$ cat src/rtl/dc_params.svh
`ifndef DC_PARAMS_SVH
`define DC_PARAMS_SVH

// --------------------------------------------------
// core side field widths
// --------------------------------------------------
// pc signature carried with each core op
`define DC_PCSIGN_W   13
// offset inside a 4KB page
`define DC_POFFSET_W  12
// load data line returned to the core
`define DC_LINE_W     64

// --------------------------------------------------
// l2 side field widths
// --------------------------------------------------
`define DC_PPADDR_W   27
// hashed page, used for the l2 tlb lookup
`define DC_HPADDR_W   11
`define DC_L2ID_W     6

// entries per fluid flop, dc_fflop is written for two
`define DC_FF_DEPTH   2

`endif

$ cat src/rtl/dc_core_pkg.sv
`include "dc_params.svh"

package dc_core_pkg;

  // --------------------------------------------------
  // core facing fields
  // --------------------------------------------------

  // pc signature of the load or store, passed to l2 untouched
  typedef logic [`DC_PCSIGN_W-1:0] pcsign_t;

  // page offset from the core op
  // the page number comes from the tlb forward instead
  typedef logic [`DC_POFFSET_W-1:0] poffset_t;

  // data line handed back to the core on a load
  typedef logic [`DC_LINE_W-1:0] line_t;

endpackage

$ cat src/rtl/dc_l2_pkg.sv
`include "dc_params.svh"

package dc_l2_pkg;

  // --------------------------------------------------
  // l2 facing fields
  // --------------------------------------------------
  typedef logic [`DC_PPADDR_W-1:0] ppaddr_t;
  typedef logic [`DC_HPADDR_W-1:0] hpaddr_t;
  // tag that pairs a snack with its snoop ack
  typedef logic [`DC_L2ID_W-1:0] l2id_t;

  // request command, loads ask for shared and stores for exclusive
  typedef enum logic [1:0] {
    cmd_req_s = 2'b00,
    cmd_req_m = 2'b01
  } l2_cmd_e;

  // occupancy of a fluid flop
  typedef enum logic [1:0] {
    ff_empty = 2'd0,
    ff_one   = 2'd1,
    ff_two   = 2'd2
  } ff_state_e;

endpackage

$ cat src/rtl/dc_fflop.sv
`timescale 1ns/1ps
`include "dc_params.svh"

module dc_fflop
  import dc_l2_pkg::*;
#(
  parameter int WIDTH = 8
) (
  input  logic             clk,
  input  logic             rst_n,
  input  logic             in_valid,
  output logic             in_retry,
  input  logic [WIDTH-1:0] in_data,
  output logic             out_valid,
  input  logic             out_retry,
  output logic [WIDTH-1:0] out_data
);

  ff_state_e state_q;
  ff_state_e state_d;
  // entry 0 is the head shown on the output, entry 1 the spill slot
  logic [WIDTH-1:0] entry_q [`DC_FF_DEPTH];
  logic push;
  logic pop;

  // --------------------------------------------------
  // handshake
  // --------------------------------------------------
  assign push = in_valid && !in_retry;
  assign pop  = out_valid && !out_retry;

  // retry decodes only the state flop, so the upstream never sees
  // a path from out_retry to in_retry
  assign in_retry  = (state_q == ff_two);
  assign out_valid = (state_q != ff_empty);
  assign out_data  = entry_q[0];

  // --------------------------------------------------
  // occupancy
  // --------------------------------------------------
  always_comb begin
    state_d = state_q;
    case (state_q)
      ff_empty: begin
        if (push) begin
          state_d = ff_one;
        end
      end
      ff_one: begin
        if (push && !pop) begin
          state_d = ff_two;
        end else if (pop && !push) begin
          state_d = ff_empty;
        end
      end
      ff_two: begin
        // full, no push possible this cycle
        if (pop) begin
          state_d = ff_one;
        end
      end
      default: begin
        state_d = ff_empty;
      end
    endcase
  end

  always_ff @(posedge clk or negedge rst_n) begin
    if (!rst_n) begin
      state_q <= ff_empty;
    end else begin
      state_q <= state_d;
    end
  end

  // payload, head is refilled from input or from the spill slot
  always_ff @(posedge clk) begin
    if ((state_q == ff_empty && push) || (state_q == ff_one && push && pop)) begin
      entry_q[0] <= in_data;
    end else if (state_q == ff_two && pop) begin
      entry_q[0] <= entry_q[1];
    end
    if (state_q == ff_one && push && !pop) begin
      entry_q[1] <= in_data;
    end
  end

endmodule

$ cat src/rtl/dc_miss_arb.sv
`timescale 1ns/1ps

module dc_miss_arb
  import dc_core_pkg::*, dc_l2_pkg::*;
(
  // load pair
  input  logic     ld_valid,
  output logic     ld_retry,
  input  pcsign_t  ld_pcsign,
  input  poffset_t ld_poffset,
  input  logic     fwd0_valid,
  output logic     fwd0_retry,
  input  ppaddr_t  fwd0_ppaddr,
  input  hpaddr_t  fwd0_hpaddr,
  // store pair
  input  logic     std_valid,
  output logic     std_retry,
  input  pcsign_t  std_pcsign,
  input  poffset_t std_poffset,
  input  logic     fwd1_valid,
  output logic     fwd1_retry,
  input  ppaddr_t  fwd1_ppaddr,
  input  hpaddr_t  fwd1_hpaddr,
  // l2 request
  output logic     req_valid,
  input  logic     req_retry,
  output l2_cmd_e  req_cmd,
  output pcsign_t  req_pcsign,
  output poffset_t req_poffset,
  output ppaddr_t  req_ppaddr,
  // l2 tlb request
  output logic     tlb_valid,
  input  logic     tlb_retry,
  output hpaddr_t  tlb_hpaddr,
  // store ack to core
  output logic     ack_valid,
  input  logic     ack_retry
);

  logic ld_rdy;
  logic st_rdy;
  logic req_free;
  logic ld_fire;
  logic st_fire;

  // --------------------------------------------------
  // join and priority
  // --------------------------------------------------
  // a pair is ready once the core op and its tlb forward are both there
  assign ld_rdy = ld_valid && fwd0_valid;
  assign st_rdy = std_valid && fwd1_valid;

  // l2 request and tlb request always leave together
  assign req_free = !req_retry && !tlb_retry;

  // fixed priority, a ready load blocks the store even when
  // the load itself is held by retry
  assign ld_fire = ld_rdy && req_free;
  assign st_fire = !ld_rdy && st_rdy && req_free && !ack_retry;

  // pop both halves of a pair in the firing cycle only
  assign ld_retry   = !ld_fire;
  assign fwd0_retry = !ld_fire;
  assign std_retry  = !st_fire;
  assign fwd1_retry = !st_fire;

  // --------------------------------------------------
  // fork to the output buffers
  // --------------------------------------------------
  // valids are qualified by fire, otherwise one buffer could take
  // a word that another buffer refused
  assign req_valid = ld_fire || st_fire;
  assign tlb_valid = ld_fire || st_fire;
  // ack only travels with a store request
  assign ack_valid = st_fire;

  // payload mux follows the same priority as the fire logic
  always_comb begin
    if (ld_rdy) begin
      req_cmd     = cmd_req_s;
      req_pcsign  = ld_pcsign;
      req_poffset = ld_poffset;
      req_ppaddr  = fwd0_ppaddr;
      tlb_hpaddr  = fwd0_hpaddr;
    end else begin
      // stores need the line exclusive
      req_cmd     = cmd_req_m;
      req_pcsign  = std_pcsign;
      req_poffset = std_poffset;
      req_ppaddr  = fwd1_ppaddr;
      tlb_hpaddr  = fwd1_hpaddr;
    end
  end

endmodule

$ cat src/rtl/dc_snack_fork.sv
`timescale 1ns/1ps

module dc_snack_fork
  import dc_core_pkg::*, dc_l2_pkg::*;
(
  input  logic  clk,
  input  logic  rst_n,
  input  logic  snack_valid,
  output logic  snack_retry,
  input  l2id_t snack_l2id,
  input  line_t snack_line,
  output logic  ld_valid,
  input  logic  ld_retry,
  output line_t ld_data,
  output logic  sack_valid,
  input  logic  sack_retry,
  output l2id_t sack_l2id
);

  // set once a branch has taken the current snack
  logic ld_done_q;
  logic sack_done_q;
  logic ld_take;
  logic sack_take;
  logic ld_fin;
  logic sack_fin;
  logic pop;

  // offer each branch only what it has not taken yet
  assign ld_valid   = snack_valid && !ld_done_q;
  assign sack_valid = snack_valid && !sack_done_q;
  assign ld_data    = snack_line;
  assign sack_l2id  = snack_l2id;

  assign ld_take   = ld_valid && !ld_retry;
  assign sack_take = sack_valid && !sack_retry;

  // branch finished earlier or finishing now
  assign ld_fin   = ld_done_q || ld_take;
  assign sack_fin = sack_done_q || sack_take;

  // release the snack when the last branch takes it
  assign pop         = snack_valid && ld_fin && sack_fin;
  assign snack_retry = !pop;

  always_ff @(posedge clk or negedge rst_n) begin
    if (!rst_n) begin
      ld_done_q   <= 1'b0;
      sack_done_q <= 1'b0;
    end else if (pop) begin
      ld_done_q   <= 1'b0;
      sack_done_q <= 1'b0;
    end else begin
      ld_done_q   <= ld_fin;
      sack_done_q <= sack_fin;
    end
  end

endmodule

$ cat src/rtl/dcache_pipe.sv
`timescale 1ns/1ps

module dcache_pipe
  import dc_core_pkg::*, dc_l2_pkg::*;
(
  input  logic     clk,
  input  logic     rst_n,
  // core load in
  input  logic     coretodc_ld_valid,
  output logic     coretodc_ld_retry,
  input  pcsign_t  ld_pcsign,
  input  poffset_t ld_poffset,
  // core store in
  input  logic     coretodc_std_valid,
  output logic     coretodc_std_retry,
  input  pcsign_t  std_pcsign,
  input  poffset_t std_poffset,
  // tlb forwards, fwd0 pairs with loads and fwd1 with stores
  input  logic     l1tlbtol1_fwd0_valid,
  output logic     l1tlbtol1_fwd0_retry,
  input  ppaddr_t  fwd0_ppaddr,
  input  hpaddr_t  fwd0_hpaddr,
  input  logic     l1tlbtol1_fwd1_valid,
  output logic     l1tlbtol1_fwd1_retry,
  input  ppaddr_t  fwd1_ppaddr,
  input  hpaddr_t  fwd1_hpaddr,
  // snoop or ack from l2
  input  logic     l2tol1_snack_valid,
  output logic     l2tol1_snack_retry,
  input  l2id_t    snack_l2id,
  input  line_t    snack_line,
  // l2 request out
  output logic     l1tol2_req_valid,
  input  logic     l1tol2_req_retry,
  output l2_cmd_e  req_cmd,
  output pcsign_t  req_pcsign,
  output poffset_t req_poffset,
  output ppaddr_t  req_ppaddr,
  // l2 tlb request out
  output logic     l1tol2tlb_req_valid,
  input  logic     l1tol2tlb_req_retry,
  output hpaddr_t  tlb_hpaddr,
  // store ack, valid only
  output logic     dctocore_std_ack_valid,
  input  logic     dctocore_std_ack_retry,
  // load data to core
  output logic     dctocore_ld_valid,
  input  logic     dctocore_ld_retry,
  output line_t    ld_data,
  // snoop ack to l2
  output logic     l1tol2_snoop_ack_valid,
  input  logic     l1tol2_snoop_ack_retry,
  output l2id_t    ack_l2id
);

  localparam int OP_W    = $bits(pcsign_t) + $bits(poffset_t);
  localparam int FWD_W   = $bits(ppaddr_t) + $bits(hpaddr_t);
  localparam int SNACK_W = $bits(l2id_t) + $bits(line_t);
  localparam int REQ_W   = $bits(l2_cmd_e) + OP_W + $bits(ppaddr_t);

  // ib_ is the output side of an input buffer
  logic     ib_ld_valid;
  logic     ib_ld_retry;
  pcsign_t  ib_ld_pcsign;
  poffset_t ib_ld_poffset;
  logic     ib_std_valid;
  logic     ib_std_retry;
  pcsign_t  ib_std_pcsign;
  poffset_t ib_std_poffset;
  logic     ib_fwd0_valid;
  logic     ib_fwd0_retry;
  ppaddr_t  ib_fwd0_ppaddr;
  hpaddr_t  ib_fwd0_hpaddr;
  logic     ib_fwd1_valid;
  logic     ib_fwd1_retry;
  ppaddr_t  ib_fwd1_ppaddr;
  hpaddr_t  ib_fwd1_hpaddr;
  logic     ib_snack_valid;
  logic     ib_snack_retry;
  l2id_t    ib_snack_l2id;
  line_t    ib_snack_line;
  // ob_ is the input side of an output buffer
  logic     ob_req_valid;
  logic     ob_req_retry;
  l2_cmd_e  ob_req_cmd;
  pcsign_t  ob_req_pcsign;
  poffset_t ob_req_poffset;
  ppaddr_t  ob_req_ppaddr;
  logic     ob_tlb_valid;
  logic     ob_tlb_retry;
  hpaddr_t  ob_tlb_hpaddr;
  logic     ob_ack_valid;
  logic     ob_ack_retry;
  logic     ob_ld_valid;
  logic     ob_ld_retry;
  line_t    ob_ld_data;
  logic     ob_sack_valid;
  logic     ob_sack_retry;
  l2id_t    ob_sack_l2id;
  // command leaves its buffer as raw bits
  logic [$bits(l2_cmd_e)-1:0] req_cmd_bits;

  assign req_cmd = l2_cmd_e'(req_cmd_bits);

  // --------------------------------------------------
  // input buffers
  // --------------------------------------------------
  dc_fflop #(.WIDTH(OP_W)) u_ff_ld (
    .clk(clk), .rst_n(rst_n),
    .in_valid(coretodc_ld_valid), .in_retry(coretodc_ld_retry),
    .in_data({ld_pcsign, ld_poffset}),
    .out_valid(ib_ld_valid), .out_retry(ib_ld_retry),
    .out_data({ib_ld_pcsign, ib_ld_poffset})
  );

  dc_fflop #(.WIDTH(OP_W)) u_ff_std (
    .clk(clk), .rst_n(rst_n),
    .in_valid(coretodc_std_valid), .in_retry(coretodc_std_retry),
    .in_data({std_pcsign, std_poffset}),
    .out_valid(ib_std_valid), .out_retry(ib_std_retry),
    .out_data({ib_std_pcsign, ib_std_poffset})
  );

  dc_fflop #(.WIDTH(FWD_W)) u_ff_fwd0 (
    .clk(clk), .rst_n(rst_n),
    .in_valid(l1tlbtol1_fwd0_valid), .in_retry(l1tlbtol1_fwd0_retry),
    .in_data({fwd0_ppaddr, fwd0_hpaddr}),
    .out_valid(ib_fwd0_valid), .out_retry(ib_fwd0_retry),
    .out_data({ib_fwd0_ppaddr, ib_fwd0_hpaddr})
  );

  dc_fflop #(.WIDTH(FWD_W)) u_ff_fwd1 (
    .clk(clk), .rst_n(rst_n),
    .in_valid(l1tlbtol1_fwd1_valid), .in_retry(l1tlbtol1_fwd1_retry),
    .in_data({fwd1_ppaddr, fwd1_hpaddr}),
    .out_valid(ib_fwd1_valid), .out_retry(ib_fwd1_retry),
    .out_data({ib_fwd1_ppaddr, ib_fwd1_hpaddr})
  );

  dc_fflop #(.WIDTH(SNACK_W)) u_ff_snack (
    .clk(clk), .rst_n(rst_n),
    .in_valid(l2tol1_snack_valid), .in_retry(l2tol1_snack_retry),
    .in_data({snack_l2id, snack_line}),
    .out_valid(ib_snack_valid), .out_retry(ib_snack_retry),
    .out_data({ib_snack_l2id, ib_snack_line})
  );

  // --------------------------------------------------
  // steering
  // --------------------------------------------------
  dc_miss_arb u_miss_arb (
    .ld_valid(ib_ld_valid), .ld_retry(ib_ld_retry),
    .ld_pcsign(ib_ld_pcsign), .ld_poffset(ib_ld_poffset),
    .fwd0_valid(ib_fwd0_valid), .fwd0_retry(ib_fwd0_retry),
    .fwd0_ppaddr(ib_fwd0_ppaddr), .fwd0_hpaddr(ib_fwd0_hpaddr),
    .std_valid(ib_std_valid), .std_retry(ib_std_retry),
    .std_pcsign(ib_std_pcsign), .std_poffset(ib_std_poffset),
    .fwd1_valid(ib_fwd1_valid), .fwd1_retry(ib_fwd1_retry),
    .fwd1_ppaddr(ib_fwd1_ppaddr), .fwd1_hpaddr(ib_fwd1_hpaddr),
    .req_valid(ob_req_valid), .req_retry(ob_req_retry), .req_cmd(ob_req_cmd),
    .req_pcsign(ob_req_pcsign), .req_poffset(ob_req_poffset),
    .req_ppaddr(ob_req_ppaddr),
    .tlb_valid(ob_tlb_valid), .tlb_retry(ob_tlb_retry), .tlb_hpaddr(ob_tlb_hpaddr),
    .ack_valid(ob_ack_valid), .ack_retry(ob_ack_retry)
  );

  dc_snack_fork u_snack_fork (
    .clk(clk), .rst_n(rst_n),
    .snack_valid(ib_snack_valid), .snack_retry(ib_snack_retry),
    .snack_l2id(ib_snack_l2id), .snack_line(ib_snack_line),
    .ld_valid(ob_ld_valid), .ld_retry(ob_ld_retry), .ld_data(ob_ld_data),
    .sack_valid(ob_sack_valid), .sack_retry(ob_sack_retry), .sack_l2id(ob_sack_l2id)
  );

  // --------------------------------------------------
  // output buffers
  // --------------------------------------------------
  dc_fflop #(.WIDTH(REQ_W)) u_ff_req (
    .clk(clk), .rst_n(rst_n),
    .in_valid(ob_req_valid), .in_retry(ob_req_retry),
    .in_data({ob_req_cmd, ob_req_pcsign, ob_req_poffset, ob_req_ppaddr}),
    .out_valid(l1tol2_req_valid), .out_retry(l1tol2_req_retry),
    .out_data({req_cmd_bits, req_pcsign, req_poffset, req_ppaddr})
  );

  dc_fflop #(.WIDTH($bits(hpaddr_t))) u_ff_tlb (
    .clk(clk), .rst_n(rst_n),
    .in_valid(ob_tlb_valid), .in_retry(ob_tlb_retry), .in_data(ob_tlb_hpaddr),
    .out_valid(l1tol2tlb_req_valid), .out_retry(l1tol2tlb_req_retry),
    .out_data(tlb_hpaddr)
  );

  // ack has no payload, a constant bit rides along
  dc_fflop #(.WIDTH(1)) u_ff_ack (
    .clk(clk), .rst_n(rst_n),
    .in_valid(ob_ack_valid), .in_retry(ob_ack_retry), .in_data(1'b1),
    .out_valid(dctocore_std_ack_valid), .out_retry(dctocore_std_ack_retry),
    .out_data()
  );

  dc_fflop #(.WIDTH($bits(line_t))) u_ff_ldo (
    .clk(clk), .rst_n(rst_n),
    .in_valid(ob_ld_valid), .in_retry(ob_ld_retry), .in_data(ob_ld_data),
    .out_valid(dctocore_ld_valid), .out_retry(dctocore_ld_retry),
    .out_data(ld_data)
  );

  dc_fflop #(.WIDTH($bits(l2id_t))) u_ff_sack (
    .clk(clk), .rst_n(rst_n),
    .in_valid(ob_sack_valid), .in_retry(ob_sack_retry), .in_data(ob_sack_l2id),
    .out_valid(l1tol2_snoop_ack_valid), .out_retry(l1tol2_snoop_ack_retry),
    .out_data(ack_l2id)
  );

endmodule

$ cat config.mk
export PLATFORM = sky130hd
export DESIGN_NAME = dcache_pipe
export DESIGN_NICKNAME = d
export VERILOG_FILES = /design/src/rtl/dc_core_pkg.sv /design/src/rtl/dc_l2_pkg.sv /design/src/rtl/dc_fflop.sv /design/src/rtl/dc_miss_arb.sv /design/src/rtl/dc_snack_fork.sv /design/src/rtl/dcache_pipe.sv
export VERILOG_INCLUDE_DIRS = /design/src /design/src/rtl
export SDC_FILE = /design/constraint.sdc
export NUM_CORES = 1
export LEC_CHECK = 0
export BUFFER_PORTS_ARGS = -buffer_cell sky130_fd_sc_hd__buf_2
export CAP_MARGIN = 10
export CORE_ASPECT_RATIO = 0.7
export CORE_MARGIN = 1.5
export CORE_UTILIZATION = 30
export DETAILED_ROUTE_END_ITERATION = 10
export PLACE_DENSITY = 0.48
export SKIP_CTS_REPAIR_TIMING = 1
export SYNTH_ARGS = -nofsm -noshare
export SYNTH_HDL_FRONTEND = slang
export SYNTH_SLANG_ARGS = --single-unit
$ cat constraint.sdc
create_clock -name clk -period 6.1 [get_ports clk]
set_input_delay 0.61 -clock clk [delete_from_list [all_inputs] [get_ports clk]]
set_output_delay 0.61 -clock clk [all_outputs]
set_load 0.03 [all_outputs]
**Word level (Yosys, flattened, before mapping)**

Memories as Yosys holds them, arrays and structs flattened.
Index checks and enable logic that the tools add are counted.

- Equality and inequality tests: 50
- Multiplexer cells: 156
- Bitwise logic cells: 9
- Reductions and logical operators: 185

Operator list:

| kind | number |
|---|---|
| $mux 38 | 4 |
| $mux 70 | 2 |
| $mux 64 | 2 |
| $mux 54 | 2 |
| $mux 25 | 4 |
| $logic_and 1x1->1 | 96 |
| $mux 1 | 84 |
| $mux 2 | 40 |
| $reduce_or 38->1 | 2 |
| $reduce_or 70->1 | 1 |
| $reduce_or 64->1 | 1 |
| $pmux 2 s3 | 10 |
| $reduce_or 54->1 | 1 |
| $reduce_or 25->1 | 2 |
| $logic_not 1->1 | 38 |
| $mux 11 | 3 |
| $ne 2x1->1 const B | 15 |
| $ne 3x1->1 const B | 10 |
| $reduce_and 3->1 | 10 |
| $mux 27 | 1 |
| $eq 2x1->1 const B | 10 |
| $eq 2x2->1 const B | 10 |
| $logic_not 2->1 | 10 |
| $reduce_bool 2->1 | 10 |
| other kinds (8) | 32 |

- Bits in registers: 22
- Memory bits (writable): 662
- Output and inout port bits: 145
- Logic and storage cells: 421
- Memories kept: 9

Memory list:

| name | words | width | rd ports | clocked after Yosys merged registers in | wr ports | line | RTL |
|---|---|---|---|---|---|---|---|
| u_ff_snack.entry_q | 2 | 70 | 2 | 0 | 1 | dc_fflop.sv:22 | `` logic [WIDTH-1:0] entry_q [`DC_FF_DEPTH]; `` |
| u_ff_ldo.entry_q | 2 | 64 | 2 | 0 | 1 | dc_fflop.sv:22 |  |
| u_ff_req.entry_q | 2 | 54 | 2 | 0 | 1 | dc_fflop.sv:22 |  |
| u_ff_fwd0.entry_q | 2 | 38 | 2 | 0 | 1 | dc_fflop.sv:22 |  |
| u_ff_fwd1.entry_q | 2 | 38 | 2 | 0 | 1 | dc_fflop.sv:22 |  |
| u_ff_ld.entry_q | 2 | 25 | 2 | 0 | 1 | dc_fflop.sv:22 |  |
| 3 more memories | - | - | - | - | - | - |  |

**Depth between registers and ports, before layout**

Gate-level depths: netlist of run 1.

- Depth after elaboration: 15
- Depth in mapped cells: 7

**Modules after synthesis**

A second synthesis of run 1 with hierarchy kept.

- Cells, all modules: 1701
- Area, all modules: 30297.8 µm²

Modules (own cells, without submodules):

| module | instances | cells an instance | area an instance (µm²) | seq. area each (µm²) |
|---|---|---|---|---|
| dc_fflop (u_ff_fwd0 ...) | 2 | 172 | 3276.9 | 2332.2 |
| dc_fflop (u_ff_snack) | 1 | 307 | 5778.0 | 4254.1 |
| dc_fflop (u_ff_ldo) | 1 | 278 | 5268.8 | 3893.7 |
| dc_fflop (u_ff_req) | 1 | 241 | 4728.3 | 3293.2 |
| dc_fflop (u_ff_ld) | 1 | 118 | 2242.2 | 1551.5 |
| dc_fflop (u_ff_std) | 1 | 122 | 2174.6 | 1551.5 |
| dc_fflop (u_ff_tlb) | 1 | 64 | 1051.0 | 710.7 |
| dc_miss_arb | 1 | 82 | 996.0 | 0.0 |
| dc_fflop (u_ff_sack) | 1 | 44 | 656.9 | 410.4 |
| dc_snack_fork | 1 | 81 | 638.1 | 50.0 |
| dc_fflop (u_ff_ack) | 1 | 19 | 206.4 | 110.1 |
| dcache_pipe | 1 | 1 | 3.8 | 0.0 |

**Worst setup path before layout of run 1**

Ideal clock, no wire load.

- Kind: register to register
- Start point: register u_ff_ldo.state_q[0]
- End point: memory u_ff_snack.entry_q[0][100] (netlist bit) (enable)
- Library setup time: 0.598 ns
- Arrival time: 6.096 ns
- Data required time: 5.502 ns
- Path slack: -0.594 ns
- Stages on the path, launching flop included: 5
- Cells stage by stage: dfrtp_1 -> nand2b_1 -> o221ai_2 -> nand2_1 -> nor3b_1

- Longest elaborated chain between the ends: 13
- Elaborated cells between the ends (all ways): 23

RTL lines:

| element | line | RTL |
|---|---|---|
| start: declaration | dc_fflop.sv:19 | `ff_state_e state_q;` |
| start signal: assignment | dc_fflop.sv:70 | `state_q <= ff_empty;` |
| start signal: assignment | dc_fflop.sv:72 | `state_q <= state_d;` |
| $eq 2x2->1 * | dc_fflop.sv:34 | `assign in_retry = (state_q == ff_two);` |
| $logic_not 1->1 * | dc_snack_fork.sv:35 | `assign ld_take = ld_valid && !ld_retry;` |
| $logic_and 1x1->1 * | dc_snack_fork.sv:35 |  |
| $logic_or 1x1->1 * | dc_snack_fork.sv:39 | `assign ld_fin = ld_done_q \|\| ld_take;` |
| $logic_and 1x1->1 * (2 in a row) | dc_snack_fork.sv:43 | `assign pop = snack_valid && ld_fin && sack_fin;` |
| $logic_and 1x1->1 * | dc_fflop.sv:30 | `assign pop = out_valid && !out_retry;` |
| $logic_not 1->1, or another cell as far along | dc_fflop.sv:83 | `if (state_q == ff_one && push && !pop) begin` |
| $logic_and 1x1->1, or another cell as far along | dc_fflop.sv:83 |  |
| $mux 1, on equally long branches | dc_fflop.sv:83, dc_fflop.sv:78 |  |
| $mux 1, on equally long branches | dc_fflop.sv:84, dc_fflop.sv:79, dc_fflop.sv:81 |  |
| $reduce_or 70->1 (no source line) / $or 1x1->1 (equally long branches) | - |  |
| $mux 1 (no source line) | - |  |
| end: declaration | dc_fflop.sv:22 |  |

Mark *: on every way between the ends. The rest lies on a longest branch, timed or not.

**Final worst setup path of run 1**

- Start point: register u_ff_fwd0.state_q[0]
- End point: memory u_ff_fwd0.entry_q[0][23] (netlist bit) (enable)

- Longest elaborated chain between the ends: 10
- Elaborated cells between the ends (all ways): 27

RTL lines:

| element | line |
|---|---|
| start: declaration | dc_fflop.sv:19 |
| start signal: assignment | dc_fflop.sv:70 |
| start signal: assignment | dc_fflop.sv:72 |
| $reduce_bool 2->1 / $eq 2x2->1 (equally long branches) | dc_fflop.sv:35, dc_fflop.sv:34, dc_fflop.sv:80 |
| $logic_and 1x1->1 / $logic_not 1->1 (equally long branches) | dc_miss_arb.sv:50, dc_fflop.sv:29 |
| $logic_and 1x1->1, on equally long branches | dc_miss_arb.sv:58, dc_fflop.sv:29 |
| $logic_and 1x1->1, on equally long branches | dc_fflop.sv:30, dc_fflop.sv:78, dc_fflop.sv:83 |
| $logic_not 1->1, or another cell as far along | dc_fflop.sv:83 |
| $logic_and 1x1->1, or another cell as far along | dc_fflop.sv:83 |
| $mux 1, on equally long branches | dc_fflop.sv:83, dc_fflop.sv:78 |
| $mux 1, on equally long branches | dc_fflop.sv:84, dc_fflop.sv:79, dc_fflop.sv:81 |
| $reduce_or 38->1 (no source line) / $or 1x1->1 (equally long branches) | - |
| $mux 1 (no source line) | - |
| end: declaration | dc_fflop.sv:22 |

Parallel ways exist; a longest one is shown, timed or not.

==> results.json, run 1 <==
{
  "run_status": "finished with violations",
  "violations": "hold timing",
  "io_buffers": 351,
  "swShare_pct": 34.2,
  "tightest_slew_ns": 1.15,
  "synth_top_area_share_pct": 73.2,
  "fp.dieW_um": 362,
  "start_util_pct": 30.5,
  "period_needed_ns": 3.60,
  "leakagePower_nw": 11.4,
  "boundaryPins": 353,
  "dp_slack_ns": 2.37,
  "final_util_pct": 35.6,
  "fin_ws_ns": 2.50,
  "r2r_setup_slack_ns": 2.50,
  "path_clk_slew_ns": 0.06,
  "drive_above_1_share_pct": 44.3,
  "firstDrtPassIters": 4,
  "p_total_mw": 17.6,
  "whs_ns": -0.0134,
  "dr.first_iter.drc_count": 887,
  "clkLatencyLatePin_ns": 0.62,
  "critPathCaptureType": "flop",
  "rsz0062_at_grt": "no",
  "yosys.area.top_type": "edfxtp_1",
  "area.growth.synth_to_final_pct": 16.7,
  "power_density_nw_per_um2": 556,
  "synth_nets": 1744,
  "numCtsBuffers": 72,
  "routabilityCongestion": 0.756,
  "fill_cells": 8363,
  "drc": 0,
  "grt_usage_pct": 13.0,
  "p_sw_mw": 6.01,
  "cts_max_path_buffers": 3,
  "p_clk_share_pct": 24.8,
  "arrival_ns": 3.81,
  "synthTopCellsByArea": "edfxtp_1 73%, mux2_2 13%, buf_4 3.9%",
  "synth_edf_count": 660,
  "die-area_sq_um": 92100,
  "grt_pass1_vias": 13700,
  "seq_power_share_pct": 45.7,
  "gr-total-overflow": 0,
  "setup_viol": 0,
  "synth_area_sq_um": 27100,
  "synthArstFlopShare_pct": 3.23,
  "yosys.cell_types.count": 50,
  "yosys_warnings": 0,
  "min_period_over_period_pct": 59.1,
  "max-cap-violations": 0,
  "wl_um": 60700,
  "netlist_instances": 1536,
  "slew_headroom_pct": 23.3,
  "wire_per_inst_um": 20.1,
  "max_freq_mhz": 277,
  "layout_commonest_cell": "edfxtp_1",
  "finish.instance_area_sq_um": 31600,
  "nNetsFinal": 2006,
  "grt_max_degree": 73,
  "synthFlopType": "edfxtp_1",
  "clockRootBuffer": "clkbuf_16",
  "crit_end": "u_ff_fwd0.entry_q[0][23]$_DFFE_PP_",
  "cts_tree": "done",
  "comb_power_share_pct": 29.5,
  "r2r_cells": 5,
  "r2r_end": "u_ff_fwd0.entry_q[0][23]$_DFFE_PP_",
  "final_cell_mix": "660 x edfxtp_1, 351 x buf_2, 303 x mux2_2, 201 x nand2_1, 73 x clkbuf_16",
  "drv_slew": 0,
  "synth.avg_cell_area_sq_um": 17.6,
  "clock_skew_ns": 0.0409,
  "ant_nets": 0,
  "critical_path_class": "flop to flop",
  "placed_area_sq_um": 29300,
  "cts.htree.levels": 3,
  "synth-seq-cells": 682,
  "cp_max_fo": 67,
  "ys_seq_area_share_pct": 75.2,
  "finalSetupTns_ns": 0,
  "hold_path_class": "input port to asynchronous set/reset pin",
  "core_area_sq_um": 88700,
  "num_vias": 13400,
  "rows": 91,
  "startpoint_type": "flop",
  "grt_pass1_wl_um": 89200,
  "hpwl_um": 39000,
  "worstPathRequired_ns": 6.31,
  "irDropWorstVdd_v": 0.000312,
  "p_int_mw": 11.6,
  "timing.rr.start": "u_ff_fwd0.state_q[0]$_DFFE_PN0P_",
  "antenna_found_initial": 21,
  "hold_violations": 19,
  "die_y_um": 254,
  "vias_per_cell": 4.42,
  "numClockSinks": 682,
  "critical_path.startpoint": "u_ff_fwd0.state_q[0]$_DFFE_PN0P_"
}
==> cell type report <==
| cell class | count | area [sq um] | share of cell area (%) |
|---|---|---|---|
| Timing Repair Buffer | 370 | 1920 | 6.07 |
| Clock buffer | 89 | 1890 | 5.97 |
| Multi-Input combinational cell | 664 | 5530 | 17.5 |
| Antenna cell | 5 | 12.5 | 0.0396 |
| Tap cell | 1162 | 1450 | 4.60 |
| Clock inverter | 42 | 412 | 1.30 |
| Sequential cell | 682 | 20400 | 64.4 |
| Inverter | 8 | 30.0 | 0.0950 |
==> power by group through the flow <==
stage	Clock, mW	Sequential [mW]	Combinational [mW]
2_1_floorplan	0	8.02	4.14
3_3_place_gp	0	8.11	5.22
3_5_place_dp	0	8.15	5.29
4_1_cts	4.49	8.06	5.31
5_1_grt	4.65	8.19	5.64
6_report	4.35	8.03	5.18
==> synth_stat cells, types with 3 or more instances <==
library cell  instances
a21o_1                4
a21oi_1              13
and3_1                3
buf_1                10
buf_2                24
buf_4               139
buf_6                 5
clkbuf_1              3
dfrtp_1              22
edfxtp_1            660
inv_1                 7
mux2_1                6
mux2_2              303
mux2_4               20
nand2_1             201
nand2b_1             13
nor2_1               23
nor2_2                3
nor2b_1               9
nor3_1                4
nor3b_1               5
o211ai_1              3
o21ai_0               7
o21bai_1              4
o22ai_1               3
or2_2                 8
==> routing by layer <==
| metal | part of all wire [%] | vias to the layer above | global-route usage (%) | wire length (um) |
|---|---|---|---|---|
| met1 | 45 | 6782 | 17.4 | 27300 |
| met2 | 47 | 264 | 20.8 | 28700 |
| met3 | 5.0 | 114 | 3.20 | 3040 |
| met5 | 0.21 | - | 0 | 130 |
| met4 | 2.5 | 20 | 4.09 | 1510 |
| li1 | - | 6186 | - | - |
==> worst max-delay path, cell delays in order, from the launching register on <==
cell,delay (ns)
dfrtp_1,0.49
o22a_4,0.81
nand3_2,0.33
nor2_4,0.16
buf_4,0.50
a21o_2,0.85
==> cells by family (layout without fill, tap and decap cells) <==
group / Yosys count / after routing / synth area share, %
xor+xnor: 1 / 1 / 0.0323
mux: 329 / 329 / 14.0
other cells: 1 / 6 / 0.0138
simple gates: 279 / 279 / 4.53
fa+ha+maj: 1 / 1 / 0.0370
compound gates: 53 / 53 / 1.40
flops: 682 / 682 / 75.2
buf+inv: 190 / 509 / 4.81
==> flip-flops by register name (all words and copies together) (netlist names), 12 cells and up <==
name,flops
u_ff_std.entry_q,50
u_ff_snack.entry_q,140
u_ff_fwd1.entry_q,76
u_ff_tlb.entry_q,22
u_ff_sack.entry_q,12
u_ff_fwd0.entry_q,76
u_ff_req.entry_q,106
u_ff_ld.entry_q,50
u_ff_ldo.entry_q,128
==> worst min path at each step <==
stage,from,endpoint,cells past startpoint
after global routing,rst_n,u_ff_snack.state_q[1]$_DFFE_PN0P_,1
after floorplan,rst_n,u_ff_ack.state_q[0]$_DFFE_PN0P_,0
after CTS,rst_n,u_ff_snack.state_q[1]$_DFFE_PN0P_,1
final,rst_n,u_ff_ack.state_q[0]$_DFFE_PN0P_,1
after detailed placement,u_ff_snack.entry_q[0][0]$_DFFE_PP_,u_ff_ldo.entry_q[0][64]$_DFFE_PP_,0
after global placement,u_ff_snack.entry_q[0][33]$_DFFE_PP_,u_ff_ldo.entry_q[0][97]$_DFFE_PP_,0
==> stage by stage <==
stage,instances,hold slack (ns)
2_1_floorplan,1536,0.314
3_3_place_gp,2885,0.427
3_5_place_dp,2885,0.431
4_1_cts,3016,-0.0418
5_1_grt,3019,0.00118
6_report,3022,-0.0134
Power figures use the tool's default switching activity.
==> inputs of run 2 (changes only) <==
ABC_AREA = 1   (was unset)
PLACE_DENSITY = 0.46   (was 0.48)
clock period = 3.4 ns   (was 6.1 ns; I/O delays follow)
==> results.json, run 2 <==
{
  "wl_um": 71100,
  "critPathCaptureType": "flop",
  "grt_use_met1_pct": 20.5,
  "grt_busiest_layer": "met2",
  "numClockSinks": 682,
  "finish.instance_area_sq_um": 34000,
  "arrival_ns": 2.85,
  "ant_nets": 0,
  "max_freq_mhz": 382,
  "routabilityCongestion": 0.773,
  "rsz0062_at_grt": "no",
  "synth-compound-area-share_pct": 1.96,
  "synth_area_sq_um": 27300,
  "hold_path_class": "input port to flop",
  "muxShareOfSynthArea_pct": 2.88,
  "setup_viol": 0,
  "synth_nets": 2284,
  "boundaryPins": 353,
  "synthSimpleGateAreaFrac_pct": 14.3,
  "ys_seq_area_share_pct": 74.5,
  "final_cell_mix": "662 x nand2_1, 660 x edfxtp_1, 351 x buf_2, 199 x dlygate4sd3_1, 177 x nand3_1",
  "tightest_slew_ns": 0.912,
  "drc": 0,
  "synthFlopType": "edfxtp_1",
  "hpwl_um": 47000,
  "start_util_pct": 30.3,
  "grt_pass1_wl_um": 103000,
  "grt_use_met2_pct": 23.2,
  "yosys.cell_types.count": 31,
  "synth_common_cells": "664 x nand2_1, 660 x edfxtp_1, 178 x nand3_1",
  "drv_slew": 0,
  "synthArstFlopShare_pct": 3.23,
  "dpl.cell_count": 3460,
  "path_clk_slew_ns": 0.06,
  "core_area_sq_um": 90100,
  "numCtsBuffers": 74,
  "nNetsFinal": 2721,
  "cp_max_fo": 48,
  "gr-usage-met3_pct": 3.60,
  "yosys.area.top_type": "edfxtp_1",
  "dp_slack_ns": 0.729,
  "drive_above_1_share_pct": 23.4,
  "cts.htree.levels": 3,
  "slew_headroom_pct": 39.2,
  "vias_per_cell": 4.41,
  "clock_skew_ns": 0.0209,
  "synth-seq-cells": 682,
  "instances_no_fill": 3807,
  "firstDrtPassIters": 9,
  "period_needed_ns": 2.62,
  "synth_fa_ha_area_share_pct": 0,
  "io_buffers": 351,
  "finalSetupTns_ns": 0,
  "synth_edf_count": 660,
  "rows": 92,
  "die-area_sq_um": 93000,
  "grt_pass1_vias": 15900,
  "layout_commonest_cell": "nand2_1",
  "min_period_over_period_pct": 77.0,
  "clkLatencyLatePin_ns": 0.62,
  "synth_top_family_by_area": "simple AND/OR/NAND/NOR gates",
  "worstPathRequired_ns": 3.63,
  "fp.dieW_um": 364,
  "whs_ns": 0.0385,
  "power_density_nw_per_um2": 989,
  "placed_area_sq_um": 29600,
  "clockRootBuffer": "clkbuf_16",
  "run_status": "finished clean",
  "synth.avg_cell_area_sq_um": 13.2,
  "largest-register": "u_ff_snack.entry_q",
  "largest_reg_flops": 140,
  "irDropWorstVdd_v": 0.000614,
  "max-cap-violations": 0,
  "die_y_um": 256,
  "cts_tree": "done",
  "yosys.cell_count.top_type": "nand2_1",
  "grt_max_degree": 71,
  "grt_usage_pct": 14.8,
  "yosys_warnings": 0,
  "largestRegisters": "u_ff_snack.entry_q (140), u_ff_ldo.entry_q (128), u_ff_req.entry_q (106)",
  "synth_top_area_share_pct": 72.5,
  "cts_max_path_buffers": 3,
  "num_vias": 16800,
  "dr.first_iter.drc_count": 1257,
  "leakagePower_nw": 13.3,
  "area.growth.synth_to_final_pct": 24.2,
  "fin_ws_ns": 0.782,
  "hold_violations": 0,
  "startpoint_type": "flop",
  "synthTopCellsByArea": "edfxtp_1 72%, nand2_1 9.1%, buf_4 4.1%",
  "synth-xor-area-share_pct": 0.0320,
  "wire_per_inst_um": 18.7,
  "gr-total-overflow": 0,
  "antenna_found_initial": 17,
  "netlist_instances": 2076,
  "critical_path_class": "flop to flop"
}
## run 2: path summary, 6_finish.rpt
check | from | to | slack, ns | depth (start not counted)
max in group asynchronous | rst_n | u_ff_std.state_q[1]$_DFFE_PN0P_ | 2.67 | 2
worst max register to register | u_ff_std.state_q[0]$_DFFE_PN0P_ | u_ff_fwd1.entry_q[0][13]$_DFFE_PP_ | 0.78 | 9
min in group asynchronous | rst_n | u_ff_sack.state_q[1]$_DFFE_PN0P_ | 0.32 | 2
worst max-delay path | u_ff_std.state_q[0]$_DFFE_PN0P_ | u_ff_fwd1.entry_q[0][13]$_DFFE_PP_ | 0.78 | 9
worst min register to register | u_ff_snack.entry_q[0][33]$_DFFE_PP_ | u_ff_ldo.entry_q[0][97]$_DFFE_PP_ | 0.44 | 0
worst min-delay path | l1tol2tlb_req_retry | u_ff_tlb.state_q[1]$_DFFE_PN0P_ | 0.04 | 3
## run 2: routing by layer
metal	share of wire (%)	wire length [um]
met1	46	32700
met2	47	33100
met3	5.3	3760
met4	2.0	1450
met5	0.13	93
## run 2: critical path: stages (launching register included)
cell	delay, ns
dfrtp_1	0.42
inv_2	0.25
nand2_2	0.16
inv_2	0.05
nor2_4	0.09
nand2_2	0.11
inv_4	0.43
nand2_1	0.13
nand2_1	0.10
buf_4	0.47
## run 2: report_power, final
| part | total (mW) | leakage, nW | switching [mW] | internal [mW] |
|---|---|---|---|---|
| Clock | 7.98 | 1.15 | 3.36 | 4.62 |
| Combinational | 10.7 | 5.77 | 8.03 | 2.66 |
| Sequential | 14.9 | 6.42 | 1.03 | 13.9 |
| Total | 33.6 | 13.3 | 12.4 | 21.2 |
## run 2: area by class of cell
class	count	area (sq um)
tap	1222	1530
inverter	52	198
multi-input combinational	1116	5370
sequential	682	20400
antenna	11	27.5
clock buffer	95	1950
fill	8692	56200
clock inverter	42	418
timing repair buffer	587	4090
## run 2: logic make-up (layout without fill, tap and decap cells)
kind of cell / Yosys count / count (layout)
flops: 682 / 682
xor+xnor: 1 / 1
compound gates: 89 / 89
other cells: 1 / 12
buf+inv: 278 / 776
simple gates: 955 / 955
mux: 70 / 70
## run 2: stage by stage
| stage | power [mW] | util (%) |
|---|---|---|
| finish | 33.6 | 37.7 |
| global route | 35.4 | 37.7 |
| CTS | 33.9 | 35.4 |
| detailed placement | 25.8 | 32.8 |
| global placement | 25.6 | 32.8 |
| floorplan | 22.9 | - |
==> inputs of run 3 (changes only) <==
clock period = 2.45 ns   (was 3.4 ns; I/O delays follow)
==> results.json, run 3 (synthesized netlist as in run 2, its figures left out) <==
{
  "cp_max_fo": 39,
  "max-cap-violations": 0,
  "die-area_sq_um": 93000,
  "dpl.cell_count": 3477,
  "dr.first_iter.drc_count": 1191,
  "largest_reg_flops": 140,
  "grt_usage_pct": 15.1,
  "numCtsBuffers": 76,
  "cts_max_path_buffers": 3,
  "setup_viol": 0,
  "wire_per_inst_um": 18.6,
  "startpoint_type": "flop",
  "power_density_nw_per_um2": 1390,
  "min_period_over_period_pct": 94.1,
  "instances_no_fill": 3824,
  "drive_above_1_share_pct": 24.5,
  "cts.htree.levels": 3,
  "slowest_delay_ns": 0.46,
  "die_y_um": 256,
  "routabilityCongestion": 0.791,
  "irDropWorstVdd_v": 0.000737,
  "arrival_ns": 2.06,
  "largest-register": "u_ff_snack.entry_q",
  "p_total_mw": 48.0,
  "grt_pass1_vias": 16300,
  "tightest_slew_ns": 0.875,
  "grt_pass1_wl_um": 105000,
  "finish.instance_area_sq_um": 34500,
  "ant_nets": 0,
  "core_area_sq_um": 90100,
  "clockRootBuffer": "clkbuf_16",
  "drc": 0,
  "hpwl_um": 47200,
  "grt_max_degree": 65,
  "vias_per_cell": 4.43,
  "fp.dieW_um": 364,
  "whs_ns": 0.0455,
  "clock_skew_ns": 0.0261,
  "slew_headroom_pct": 41.7,
  "rows": 92,
  "placed_area_sq_um": 29900,
  "r2r_setup_slack_ns": 0.25,
  "antenna_found_initial": 6,
  "wl_um": 71000,
  "critPathCaptureType": "output port",
  "fin_ws_ns": 0.145,
  "final_util_pct": 38.3,
  "fill_cells": 8706,
  "largestRegisters": "u_ff_snack.entry_q (140), u_ff_ldo.entry_q (128), u_ff_req.entry_q (106)",
  "clkLatencyLatePin_ns": 0.62,
  "crit_buf_inv": 3,
  "dp_slack_ns": 0.252,
  "firstDrtPassIters": 5,
  "area.growth.synth_to_final_pct": 26.1,
  "critical_path_class": "flop to output port",
  "cp_top_family": "buffers and inverters",
  "rsz0062_at_grt": "no",
  "drv_slew": 0,
  "slowest_stage": "buf_4",
  "run_status": "finished clean",
  "nNetsFinal": 2745,
  "boundaryPins": 353,
  "worstPathRequired_ns": 2.20,
  "hold_path_class": "input port to flop",
  "io_buffers": 351,
  "leakagePower_nw": 13.6,
  "cts_tree": "done",
  "crit_chain": "inv_1 > nor2_2 > buf_4 > buf_2",
  "numClockSinks": 682,
  "num_vias": 16900,
  "hold_violations": 0,
  "max_freq_mhz": 434,
  "finalSetupTns_ns": 0,
  "final_cell_mix": "660 x nand2_1, 660 x edfxtp_1, 351 x buf_2, 204 x dlygate4sd3_1, 177 x nand3_1",
  "gr-total-overflow": 0,
  "period_needed_ns": 2.30,
  "start_util_pct": 30.3,
  "path_clk_slew_ns": 0.06
}
## run 3: cell count changes in the layout (fill, tap and decap cells not counted), moves of 3 or more
cell | previous run | this run
dlygate4sd3_1 | 199 | 204
inv_6 | 6 | 3
clkinv_2 | 7 | 12
buf_12 | 5 | 23
clkbuf_16 | 75 | 79
diode_2 | 11 | 3
clkinv_1 | 17 | 14
clkbuf_1 | 20 | 16
## run 3: layout make-up
cell class	count	area (sq um)	share of cell area (%)
antenna	3	7.51	0.0218
tap	1222	1530	4.43
clock buffer	97	2060	5.98
sequential	682	20400	59.1
multi-input combinational	1116	5390	15.6
inverter	52	201	0.584
timing repair buffer	609	4490	13.0
clock inverter	43	443	1.28
## run 3: worst paths after layout
check | start | end | depth (start not counted)
setup / recovery | u_ff_fwd0.state_q[1]$_DFFE_PN0P_ | l1tlbtol1_fwd0_retry | 4
hold / removal | l1tol2_req_retry | u_ff_req.state_q[1]$_DFFE_PN0P_ | 3
setup reg to reg | u_ff_fwd0.state_q[0]$_DFFE_PN0P_ | u_ff_std.entry_q[0][23]$_DFFE_PP_ | 8
hold reg to reg | u_ff_snack.entry_q[0][8]$_DFFE_PP_ | u_ff_ldo.entry_q[0][72]$_DFFE_PP_ | 0
max in group asynchronous | rst_n | u_ff_snack.state_q[0]$_DFFE_PN0P_ | 2
min in group asynchronous | rst_n | u_ff_tlb.state_q[0]$_DFFE_PN0P_ | 2
## run 3: tightest hold or removal path, cell delays in order
cell and delay [ns]:
buf_2 0.10, inv_1 0.13, o21ai_0 0.13
## run 3: power breakdown
part / internal, mW / leakage, nW / switching [mW] / total [mW]
Clock: 6.83 / 1.22 / 4.76 / 11.6
Combinational: 4.32 / 5.93 / 11.4 / 15.7
Sequential: 19.2 / 6.42 / 1.46 / 20.7
## run 3: metal layers
layer  vias up  track usage [%]  part of all wire [%]
met1      8345             21.0                    47
met5         -                0                 0.034
met3       111             3.11                   4.3
met2       384             23.7                    47
li1       8082                -                     -
met4         4             4.37                   2.3
